[config.mk]
export PLATFORM = sky130hd
export DESIGN_NAME = concat_stage
export DESIGN_NICKNAME = d
export VERILOG_FILES = /design/src/design/concat_ctrl_pkg.sv /design/src/design/concat_beat_pkg.sv /design/src/design/branch_ingress.sv /design/src/design/branch_fifo.sv /design/src/design/concat_sequencer.sv /design/src/design/concat_stage.sv
export VERILOG_INCLUDE_DIRS = /design/src /design/src/design
export SDC_FILE = /design/constraint.sdc
export NUM_CORES = 2
export LEC_CHECK = 0
export BUFFER_PORTS_ARGS = -buffer_cell sky130_fd_sc_hd__buf_2
export CORE_ASPECT_RATIO = 1.25
export CORE_MARGIN = 1.5
export CORE_UTILIZATION = 61
export DETAILED_ROUTE_END_ITERATION = 6
export PLACE_DENSITY = 0.8
export SYNTH_ARGS = -nofsm -noshare
export SYNTH_HDL_FRONTEND = slang
export SYNTH_SLANG_ARGS = --single-unit
[constraint.sdc]
create_clock -name clk -period 6.84 [get_ports clk]
set_clock_uncertainty 0.2 [all_clocks]
set_input_delay 0.684 -clock clk [delete_from_list [all_inputs] [get_ports clk]]
set_output_delay 0.684 -clock clk [all_outputs]
set_load 0.01 [all_outputs]
[src/design/concat_defs.svh]
// shared widths, depths and credit counts; include in any file that sizes concat stage logic
`ifndef CONCAT_DEFS_SVH
`define CONCAT_DEFS_SVH

////////////////////////////////////////
// datapath
////////////////////////////////////////

// one feature word per branch per pixel
`define CONCAT_DATA_WIDTH 32
// inception style branch count
`define CONCAT_NUM_BRANCH 5
// enough bits to name every branch
`define CONCAT_BRANCH_ID_WIDTH 3

////////////////////////////////////////
// buffering and credits
////////////////////////////////////////

// words per branch FIFO, also the upstream credit per branch
`define CONCAT_FIFO_DEPTH 8
// downstream credit after reset
`define CONCAT_OUT_CREDITS 4
// holds the largest credit count and the FIFO occupancy
`define CONCAT_CREDIT_WIDTH 4

`endif

[src/design/concat_ctrl_pkg.sv]
// control enums for the concat stage: branch names and sequencer states
`include "concat_defs.svh"

package concat_ctrl_pkg;

  ////////////////////////////////////////
  // branch identifiers
  ////////////////////////////////////////

  // output order within a pixel follows this encoding
  typedef enum logic [`CONCAT_BRANCH_ID_WIDTH-1:0] {
    BRANCH_0 = 3'd0,
    BRANCH_1 = 3'd1,
    BRANCH_2 = 3'd2,
    BRANCH_3 = 3'd3,
    BRANCH_4 = 3'd4
  } branch_id_e;

  // sequencer status, one per cycle
  typedef enum logic [1:0] {
    SEQ_WAIT_DATA   = 2'd0,
    SEQ_WAIT_CREDIT = 2'd1,
    SEQ_ISSUE       = 2'd2
  } seq_state_e;

endpackage

[src/design/concat_beat_pkg.sv]
// beat types carried between branches, FIFOs, sequencer and the output port of the concat stage
`include "concat_defs.svh"

package concat_beat_pkg;

  ////////////////////////////////////////
  // branch side
  ////////////////////////////////////////

  // one word from one branch
  typedef struct packed {
    logic                          valid;
    logic [`CONCAT_DATA_WIDTH-1:0] data;
  } branch_beat_t;

  ////////////////////////////////////////
  // output side
  ////////////////////////////////////////

  // one word of the joined stream
  // last marks the final branch word of a pixel
  typedef struct packed {
    logic                          valid;
    logic [`CONCAT_DATA_WIDTH-1:0] data;
    concat_ctrl_pkg::branch_id_e   branch;
    logic                          last;
  } out_beat_t;

endpackage

[src/design/branch_ingress.sv]
// branch ingress: checks each branch word against its upstream credit and registers it into its FIFO
`timescale 1ns/10ps
`include "concat_defs.svh"

module branch_ingress (
  input  logic                         clk,
  input  logic                         reset,
  // raw words from the five branches
  input  concat_beat_pkg::branch_beat_t branch_in [`CONCAT_NUM_BRANCH],
  // one pulse per FIFO pop, per branch
  input  logic [`CONCAT_NUM_BRANCH-1:0] credit_back,
  // registered writes toward the branch FIFOs
  output concat_beat_pkg::branch_beat_t fifo_wr [`CONCAT_NUM_BRANCH],
  // sticky, set by a word that found no credit
  output logic [`CONCAT_NUM_BRANCH-1:0] overflow
);

  // credit value after reset, one full FIFO worth
  localparam logic [`CONCAT_CREDIT_WIDTH-1:0] INIT_CREDIT =
    `CONCAT_CREDIT_WIDTH'(`CONCAT_FIFO_DEPTH);

  ////////////////////////////////////////
  // per branch credit check
  ////////////////////////////////////////

  for (genvar b = 0; b < `CONCAT_NUM_BRANCH; b++) begin : g_branch
    logic [`CONCAT_CREDIT_WIDTH-1:0] credit;
    logic                            has_credit;
    logic                            accept;
    logic                            drop;

    // a word only goes in while a FIFO slot is reserved for it
    assign has_credit = (credit != '0);
    assign accept     = branch_in[b].valid && has_credit;
    assign drop       = branch_in[b].valid && !has_credit;

    // credit counter
    always_ff @(posedge clk) begin
      if (reset) begin
        credit <= INIT_CREDIT;
      end else begin
        case ({credit_back[b], accept})
          // pop returned a slot, nothing spent
          2'b10: credit <= credit + 1'b1;
          // slot spent, nothing returned
          2'b01: credit <= credit - 1'b1;
          // both or neither leave it as is
          default: credit <= credit;
        endcase
      end
    end

    // write strobe, control state
    always_ff @(posedge clk) begin
      if (reset) begin
        fifo_wr[b].valid <= 1'b0;
      end else begin
        fifo_wr[b].valid <= accept;
      end
    end

    // payload follows the strobe, no reset needed
    always_ff @(posedge clk) begin
      if (accept) begin
        fifo_wr[b].data <= branch_in[b].data;
      end
    end

    // overflow latch, cleared only by reset
    always_ff @(posedge clk) begin
      if (reset) begin
        overflow[b] <= 1'b0;
      end else if (drop) begin
        overflow[b] <= 1'b1;
      end
    end
  end

endmodule

[src/design/branch_fifo.sv]
// one branch FIFO: holds ingress words until the sequencer pops them, returns a credit per pop
`timescale 1ns/10ps
`include "concat_defs.svh"

module branch_fifo (
  input  logic                          clk,
  input  logic                          reset,
  // registered write from ingress
  input  concat_beat_pkg::branch_beat_t wr,
  // from the sequencer, only when not empty
  input  logic                          pop,
  // word at the read pointer
  output logic [`CONCAT_DATA_WIDTH-1:0] head,
  output logic                          empty,
  // one cycle pulse, one cycle after each pop
  output logic                          credit_out
);

  localparam int DEPTH = `CONCAT_FIFO_DEPTH;
  localparam int PTR_W = $clog2(DEPTH);

  ////////////////////////////////////////
  // storage and pointers
  ////////////////////////////////////////

  logic [`CONCAT_DATA_WIDTH-1:0]   mem [DEPTH];
  logic [PTR_W-1:0]                wr_ptr;
  logic [PTR_W-1:0]                rd_ptr;
  logic [`CONCAT_CREDIT_WIDTH-1:0] count;
  logic                            full;
  logic                            do_wr;
  logic                            do_rd;

  assign empty = (count == '0);
  assign full  = (count == `CONCAT_CREDIT_WIDTH'(DEPTH));
  // upstream credits keep writes off a full buffer
  assign do_wr = wr.valid && !full;
  assign do_rd = pop && !empty;
  assign head  = mem[rd_ptr];

  // data array
  always_ff @(posedge clk) begin
    if (do_wr) begin
      mem[wr_ptr] <= wr.data;
    end
  end

  // pointers wrap at the last slot
  always_ff @(posedge clk) begin
    if (reset) begin
      wr_ptr <= '0;
      rd_ptr <= '0;
    end else begin
      if (do_wr) begin
        wr_ptr <= (wr_ptr == PTR_W'(DEPTH - 1)) ? '0 : wr_ptr + 1'b1;
      end
      if (do_rd) begin
        rd_ptr <= (rd_ptr == PTR_W'(DEPTH - 1)) ? '0 : rd_ptr + 1'b1;
      end
    end
  end

  ////////////////////////////////////////
  // occupancy and credit return
  ////////////////////////////////////////

  always_ff @(posedge clk) begin
    if (reset) begin
      count      <= '0;
      credit_out <= 1'b0;
    end else begin
      // simultaneous write and read keep the count
      if (do_wr && !do_rd) begin
        count <= count + 1'b1;
      end else if (do_rd && !do_wr) begin
        count <= count - 1'b1;
      end
      credit_out <= do_rd;
    end
  end

endmodule

[src/design/concat_sequencer.sv]
// concat sequencer: pops branch FIFOs in fixed round order and issues output beats under credit
`timescale 1ns/10ps
`include "concat_defs.svh"

module concat_sequencer (
  input  logic                          clk,
  input  logic                          reset,
  // FIFO heads and empty flags, indexed by branch
  input  logic [`CONCAT_DATA_WIDTH-1:0] head [`CONCAT_NUM_BRANCH],
  input  logic [`CONCAT_NUM_BRANCH-1:0] empty,
  // one pulse per word the consumer absorbed
  input  logic                          out_credit,
  // one-hot or zero
  output logic [`CONCAT_NUM_BRANCH-1:0] pop,
  output concat_beat_pkg::out_beat_t    out_beat
);

  localparam logic [`CONCAT_CREDIT_WIDTH-1:0] INIT_CREDIT =
    `CONCAT_CREDIT_WIDTH'(`CONCAT_OUT_CREDITS);

  ////////////////////////////////////////
  // round state
  ////////////////////////////////////////

  concat_ctrl_pkg::seq_state_e     state;
  concat_ctrl_pkg::seq_state_e     state_next;
  concat_ctrl_pkg::branch_id_e     cur_branch;
  logic [`CONCAT_CREDIT_WIDTH-1:0] credits;
  logic                            issue;
  logic                            cur_empty;
  logic                            cur_last;
  // registered beat payload
  logic [`CONCAT_DATA_WIDTH-1:0]   out_data;
  concat_ctrl_pkg::branch_id_e     out_branch;
  logic                            out_last;

  assign cur_empty = empty[cur_branch];
  assign cur_last  = (cur_branch == concat_ctrl_pkg::BRANCH_4);

  // data first, then credit
  always_comb begin
    if (cur_empty) begin
      state_next = concat_ctrl_pkg::SEQ_WAIT_DATA;
    end else if (credits == '0) begin
      state_next = concat_ctrl_pkg::SEQ_WAIT_CREDIT;
    end else begin
      state_next = concat_ctrl_pkg::SEQ_ISSUE;
    end
  end

  assign issue = (state_next == concat_ctrl_pkg::SEQ_ISSUE);
  // only the branch whose turn it is
  assign pop   = issue ? (`CONCAT_NUM_BRANCH'(1) << cur_branch) : '0;

  always_ff @(posedge clk) begin
    if (reset) begin
      state      <= concat_ctrl_pkg::SEQ_WAIT_DATA;
      cur_branch <= concat_ctrl_pkg::BRANCH_0;
    end else begin
      state <= state_next;
      if (issue) begin
        // wrap after the fifth branch, next pixel
        cur_branch <= cur_last ? concat_ctrl_pkg::BRANCH_0
                               : concat_ctrl_pkg::branch_id_e'(cur_branch + 1'b1);
      end
    end
  end

  ////////////////////////////////////////
  // downstream credit
  ////////////////////////////////////////

  always_ff @(posedge clk) begin
    if (reset) begin
      credits <= INIT_CREDIT;
    end else if (out_credit && !issue) begin
      credits <= credits + 1'b1;
    end else if (issue && !out_credit) begin
      credits <= credits - 1'b1;
    end
  end

  // popped word lands on the output one edge later
  always_ff @(posedge clk) begin
    if (issue) begin
      out_data   <= head[cur_branch];
      out_branch <= cur_branch;
      out_last   <= cur_last;
    end
  end

  // valid straight from the issue state
  always_comb begin
    out_beat.valid  = (state == concat_ctrl_pkg::SEQ_ISSUE);
    out_beat.data   = out_data;
    out_beat.branch = out_branch;
    out_beat.last   = out_last;
  end

endmodule

[src/design/concat_stage.sv]
// concat stage top: joins five credit-controlled branch streams into one ordered feature stream
`timescale 1ns/10ps
`include "concat_defs.svh"

module concat_stage (
  input  logic                          clk,
  input  logic                          reset,
  // one word per branch per pixel
  input  concat_beat_pkg::branch_beat_t branch_in [`CONCAT_NUM_BRANCH],
  // consumer credit return
  input  logic                          out_credit,
  // upstream credit return, one pulse per pop
  output logic [`CONCAT_NUM_BRANCH-1:0] in_credit,
  output concat_beat_pkg::out_beat_t    out_beat,
  output logic [`CONCAT_NUM_BRANCH-1:0] overflow
);

  ////////////////////////////////////////
  // internal wires
  ////////////////////////////////////////

  concat_beat_pkg::branch_beat_t fifo_wr [`CONCAT_NUM_BRANCH];
  logic [`CONCAT_DATA_WIDTH-1:0] fifo_head [`CONCAT_NUM_BRANCH];
  logic [`CONCAT_NUM_BRANCH-1:0] fifo_empty;
  logic [`CONCAT_NUM_BRANCH-1:0] fifo_pop;

  // producer, credit check and write register
  branch_ingress i_branch_ingress (
    .clk         (clk),
    .reset       (reset),
    .branch_in   (branch_in),
    .credit_back (in_credit),
    .fifo_wr     (fifo_wr),
    .overflow    (overflow)
  );

  // buffer, one FIFO per branch
  for (genvar b = 0; b < `CONCAT_NUM_BRANCH; b++) begin : g_fifo
    // credit pulse feeds both the upstream and ingress
    branch_fifo i_branch_fifo (
      .clk        (clk),
      .reset      (reset),
      .wr         (fifo_wr[b]),
      .pop        (fifo_pop[b]),
      .head       (fifo_head[b]),
      .empty      (fifo_empty[b]),
      .credit_out (in_credit[b])
    );
  end

  // consumer, round order and downstream credit
  concat_sequencer i_concat_sequencer (
    .clk        (clk),
    .reset      (reset),
    .head       (fifo_head),
    .empty      (fifo_empty),
    .out_credit (out_credit),
    .pop        (fifo_pop),
    .out_beat   (out_beat)
  );

endmodule

==> results.txt <==
number of pins with negative max-slew slack in the final report -> 0
Detailed Routing Iterations Pass 1 -> 7
total die area -> 99700 um^2
combined global-route utilization of all metal layers -> 29.6%
Async S/R FF share, synth -> 0%
power density cells -> 343 nW/um^2
clock-pin transition on the worst setup and hold timing paths -> 0.07 ns
total of endpoints with negative setup slack in the final report -> 0
largest driver fanout on the critical path -> 33
Final Hold Vio Count -> 0
total number of H-tree levels -> 4
endpoint of the most critical setup path -> g_fifo[0].i_branch_fifo.count[3]
worst endpoint data arrival time -> 4.24 ns
number of buffers created by CTS -> 145
setup repair after global routing missed its margin -> false
area delta synth->final -> 15.1%
leading cell types in the layout, fill and taps excluded -> sky130_fd_sc_hd__edfxtp_1 (1476), sky130_fd_sc_hd__mux4_2 (320), sky130_fd_sc_hd__buf_2 (213), sky130_fd_sc_hd__dlygate4sd3_1 (165), sky130_fd_sc_hd__clkbuf_16 (148)
type of the most critical hold path -> in -> reg
Clock Root Buffer -> sky130_fd_sc_hd__clkbuf_16
leakage component of the power -> 0.0224 uW
net count after synthesis -> 3028
count of state elements after synthesis -> 1585
Crit Path Category -> reg -> reg
register area -> 46500 um^2
worst-margin pin slew -> 1.23 ns
DR vias -> 30400
fraction of final layout cells sized beyond drive strength 1 -> 26.3%
overall die width -> 283 um
startpoint of the worst-slack reg-to-reg timing path -> i_concat_sequencer.cur_branch[0]
number of warnings printed during yosys synthesis -> 0
leading cell type in the layout, fill and taps excluded -> sky130_fd_sc_hd__edfxtp_1
Pwr Total -> 23600 uW
Relative slew margins -> 17.8%
clock sink count -> 1585
Final Cycle Share -> 55.3%
setup tns final -> 0 ns
average wire per cell in the routed design -> 31.1 um
Post-CTS Repair Setup Buffers -> 0
beginning of the critical path -> i_concat_sequencer.cur_branch[0]
count of placed standard cells including taps -> 4233
core region area -> 97200 um^2
GRT overflow -> 0
run status -> complete, no violations
vias in the first global route -> 31300
count of distinct cell types in the synthesized netlist -> 53
initial core utilization -> 61.4%
num ports -> 215
largest net degree at the start of global routing -> 81
Fmax -> 0.264 GHz
post-detailed-routing wire length -> 145 mm
final weighted congestion in routability-driven placement -> 0.828
antenna violations before repair -> 12
post-DR vias/cell -> 6.51
clock tree buffer depth -> 3
data required time of the worst path -> 7.30 ns
DRC violations left -> 0
number of core rows -> 128
critical path capture point type -> flop
Final nets -> 3482
reg2reg path depth -> 13
post-cts repair resize count -> 0
number of standard cells in the layout, taps in and fillers out -> 4661
kind of start point of the critical path -> flop
Routed Antenna Nets -> 0
clock tree from TritonCTS -> done
worst reg2reg endpoint -> g_fifo[0].i_branch_fifo.count[3]
sequential share of the synthesized area -> 77.9%
fillcell total -> 5530
primary flip-flop cell chosen by synthesis mapping -> sky130_fd_sc_hd__edfxtp_1
post-synthesis cell count -> 2791
minimum setup slack among reg-to-reg paths -> 3.06 ns
max_cap viols -> 0
wire length of the first global-routing pass -> 209 mm
worst voltage drop across the vdd grid -> 0.282 mV
Inserted Diodes -> 0
number of synthesized flops with an enable pin -> 1476
Syn Area/Cell -> 21.4 um^2
area taken by multi-input logic gates -> 12700 um^2
Hold-fix buffers, CTS -> 165
Port-buffer cells -> 214
latest clock arrival within the worst-skew pair -> 0.75 ns
DRC violation total after the first TritonRoute iteration -> 4018
post-detail-place hpwl -> 82.0 mm
Cell Area, Synth -> 59700 um^2
Final Critical Period -> 3.78 ns
height of the die -> 353 um
## logic make-up after synthesis
kind of cell               share of synthesized area (%)
DFF                                                 77.9
AOI/OAI and AO/OA                                   3.31
buffers and inverters                               1.26
adders and majority gates                           1.58
xor gates and xnor gates                           0.484
muxes                                               12.9
and+or+nand+nor                                     2.49
## power breakdown
| group | internal [uW] | switching (uW) | leakage (uW) |
|---|---|---|---|
| clock network | 4310 | 3540 | 0.00222 |
| logic | 1370 | 2140 | 0.00579 |
| registers | 11500 | 686 | 0.0144 |
## through the flow
stage | worst slack, ns | util (%) | cell area, um^2 | hold WS, ns
after floorplan | 2.05 | - | 59700 | 0.255
after global placement | 3.16 | 64.3 | 62500 | 0.244
after detailed placement | 3.08 | 64.3 | 62500 | 0.258
after CTS | 3.08 | 70.7 | 68700 | 0.0159
after global routing | 2.86 | 70.7 | 68700 | 0.0541
final | 3.06 | 70.7 | 68700 | 0.0617
## routing by layer
metal | vias up | GRT usage [%] | part of all wire [%]
met1 | 15700 | 38.8 | 34
met5 | - | 0 | 0.043
met3 | 295 | 5.84 | 10
li1 | 12400 | - | -
met4 | 8 | 12.2 | 4.4
met2 | 1962 | 49.1 | 51
## sequential cells by signal, indices dropped and copies added (netlist names), named ones only
register,flops
g_fifo.i_branch_fifo.mem,1280
i_branch_ingress.fifo_wr,165
i_concat_sequencer.out_data,32
g_fifo.i_branch_fifo.count,20
i_branch_ingress.g_branch.credit,20
g_fifo.i_branch_fifo.rd_ptr,15
g_fifo.i_branch_fifo.wr_ptr,15
g_fifo.i_branch_fifo.credit_out,5
i_branch_ingress.overflow,5
i_concat_sequencer.credits,4
i_concat_sequencer.cur_branch,3
i_concat_sequencer.out_branch,3
i_concat_sequencer.state,2
i_concat_sequencer.out_last,1
## critical path, stage by stage, from the launching register on
cell and delay [ns]:
sky130_fd_sc_hd__dfxtp_1 0.34, sky130_fd_sc_hd__buf_4 0.44, sky130_fd_sc_hd__nor2_4 0.12, sky130_fd_sc_hd__a31o_4 0.33
sky130_fd_sc_hd__nor4_4 0.46, sky130_fd_sc_hd__inv_1 0.09, sky130_fd_sc_hd__ha_1 0.25, sky130_fd_sc_hd__inv_1 0.13
sky130_fd_sc_hd__ha_1 0.26, sky130_fd_sc_hd__a21o_1 0.20, sky130_fd_sc_hd__a21oi_1 0.20, sky130_fd_sc_hd__xnor2_1 0.12
sky130_fd_sc_hd__or3_1 0.34, sky130_fd_sc_hd__a21oi_1 0.18
## cells in the mapped netlist (3+ instances only)
cell	instances	area, um^2
sky130_fd_sc_hd__edfxtp_1	1476	44300
sky130_fd_sc_hd__mux4_2	320	7210
sky130_fd_sc_hd__dfxtp_1	109	2180
sky130_fd_sc_hd__nor2_1	83	312
sky130_fd_sc_hd__a22oi_1	64	480
sky130_fd_sc_hd__clkbuf_1	62	233
sky130_fd_sc_hd__ha_1	58	726
sky130_fd_sc_hd__a21oi_1	56	280
sky130_fd_sc_hd__nand2_1	52	195
sky130_fd_sc_hd__mux2i_1	51	510
sky130_fd_sc_hd__buf_2	47	235
sky130_fd_sc_hd__o22ai_1	45	282
sky130_fd_sc_hd__inv_1	40	150
sky130_fd_sc_hd__nor3_1	34	170
sky130_fd_sc_hd__o211a_1	32	320
sky130_fd_sc_hd__o31ai_1	32	240
sky130_fd_sc_hd__nor2b_1	31	194
sky130_fd_sc_hd__a211oi_1	19	143
sky130_fd_sc_hd__nand2b_1	18	113
sky130_fd_sc_hd__xor2_1	17	149
sky130_fd_sc_hd__buf_1	16	60.1
sky130_fd_sc_hd__xnor2_1	16	140
sky130_fd_sc_hd__nor4_1	14	87.6
sky130_fd_sc_hd__or3_1	13	81.3
sky130_fd_sc_hd__o21ai_0	12	60.1
sky130_fd_sc_hd__a21o_1	11	82.6
sky130_fd_sc_hd__fa_1	11	220
sky130_fd_sc_hd__buf_4	8	60.1
sky130_fd_sc_hd__or3b_2	6	52.6
sky130_fd_sc_hd__nand3b_1	4	30.0
sky130_fd_sc_hd__nor3b_1	4	30.0
sky130_fd_sc_hd__nand3_1	3	15.0
sky130_fd_sc_hd__nor2_4	3	33.8
## worst min path at each step
| stage | startpoint | to | depth (start not counted) |
|---|---|---|---|
| floorplan | i_concat_sequencer.cur_branch[1] | i_concat_sequencer.out_branch[1] | 0 |
| global placement | i_branch_ingress.overflow[0] | i_branch_ingress.overflow[0] | 2 |
| detailed placement | i_branch_ingress.overflow[0] | i_branch_ingress.overflow[0] | 2 |
| CTS | reset | g_fifo[4].i_branch_fifo.wr_ptr[2] | 2 |
| global route | reset | i_branch_ingress.fifo_wr[32] | 2 |
| finish | reset | g_fifo[4].i_branch_fifo.wr_ptr[2] | 2 |
## layout make-up
| class | count | area share [%] |
|---|---|---|
| Sequential cell | 1585 | 67.7 |
| Multi-Input combinational cell | 1031 | 18.4 |
| Clock buffer | 185 | 5.64 |
| Timing Repair Buffer | 441 | 4.64 |
| Tap cell | 1300 | 2.37 |
| Clock inverter | 78 | 0.998 |
| Inverter | 41 | 0.224 |
Note: power is estimated with default switching activity, not from simulation.
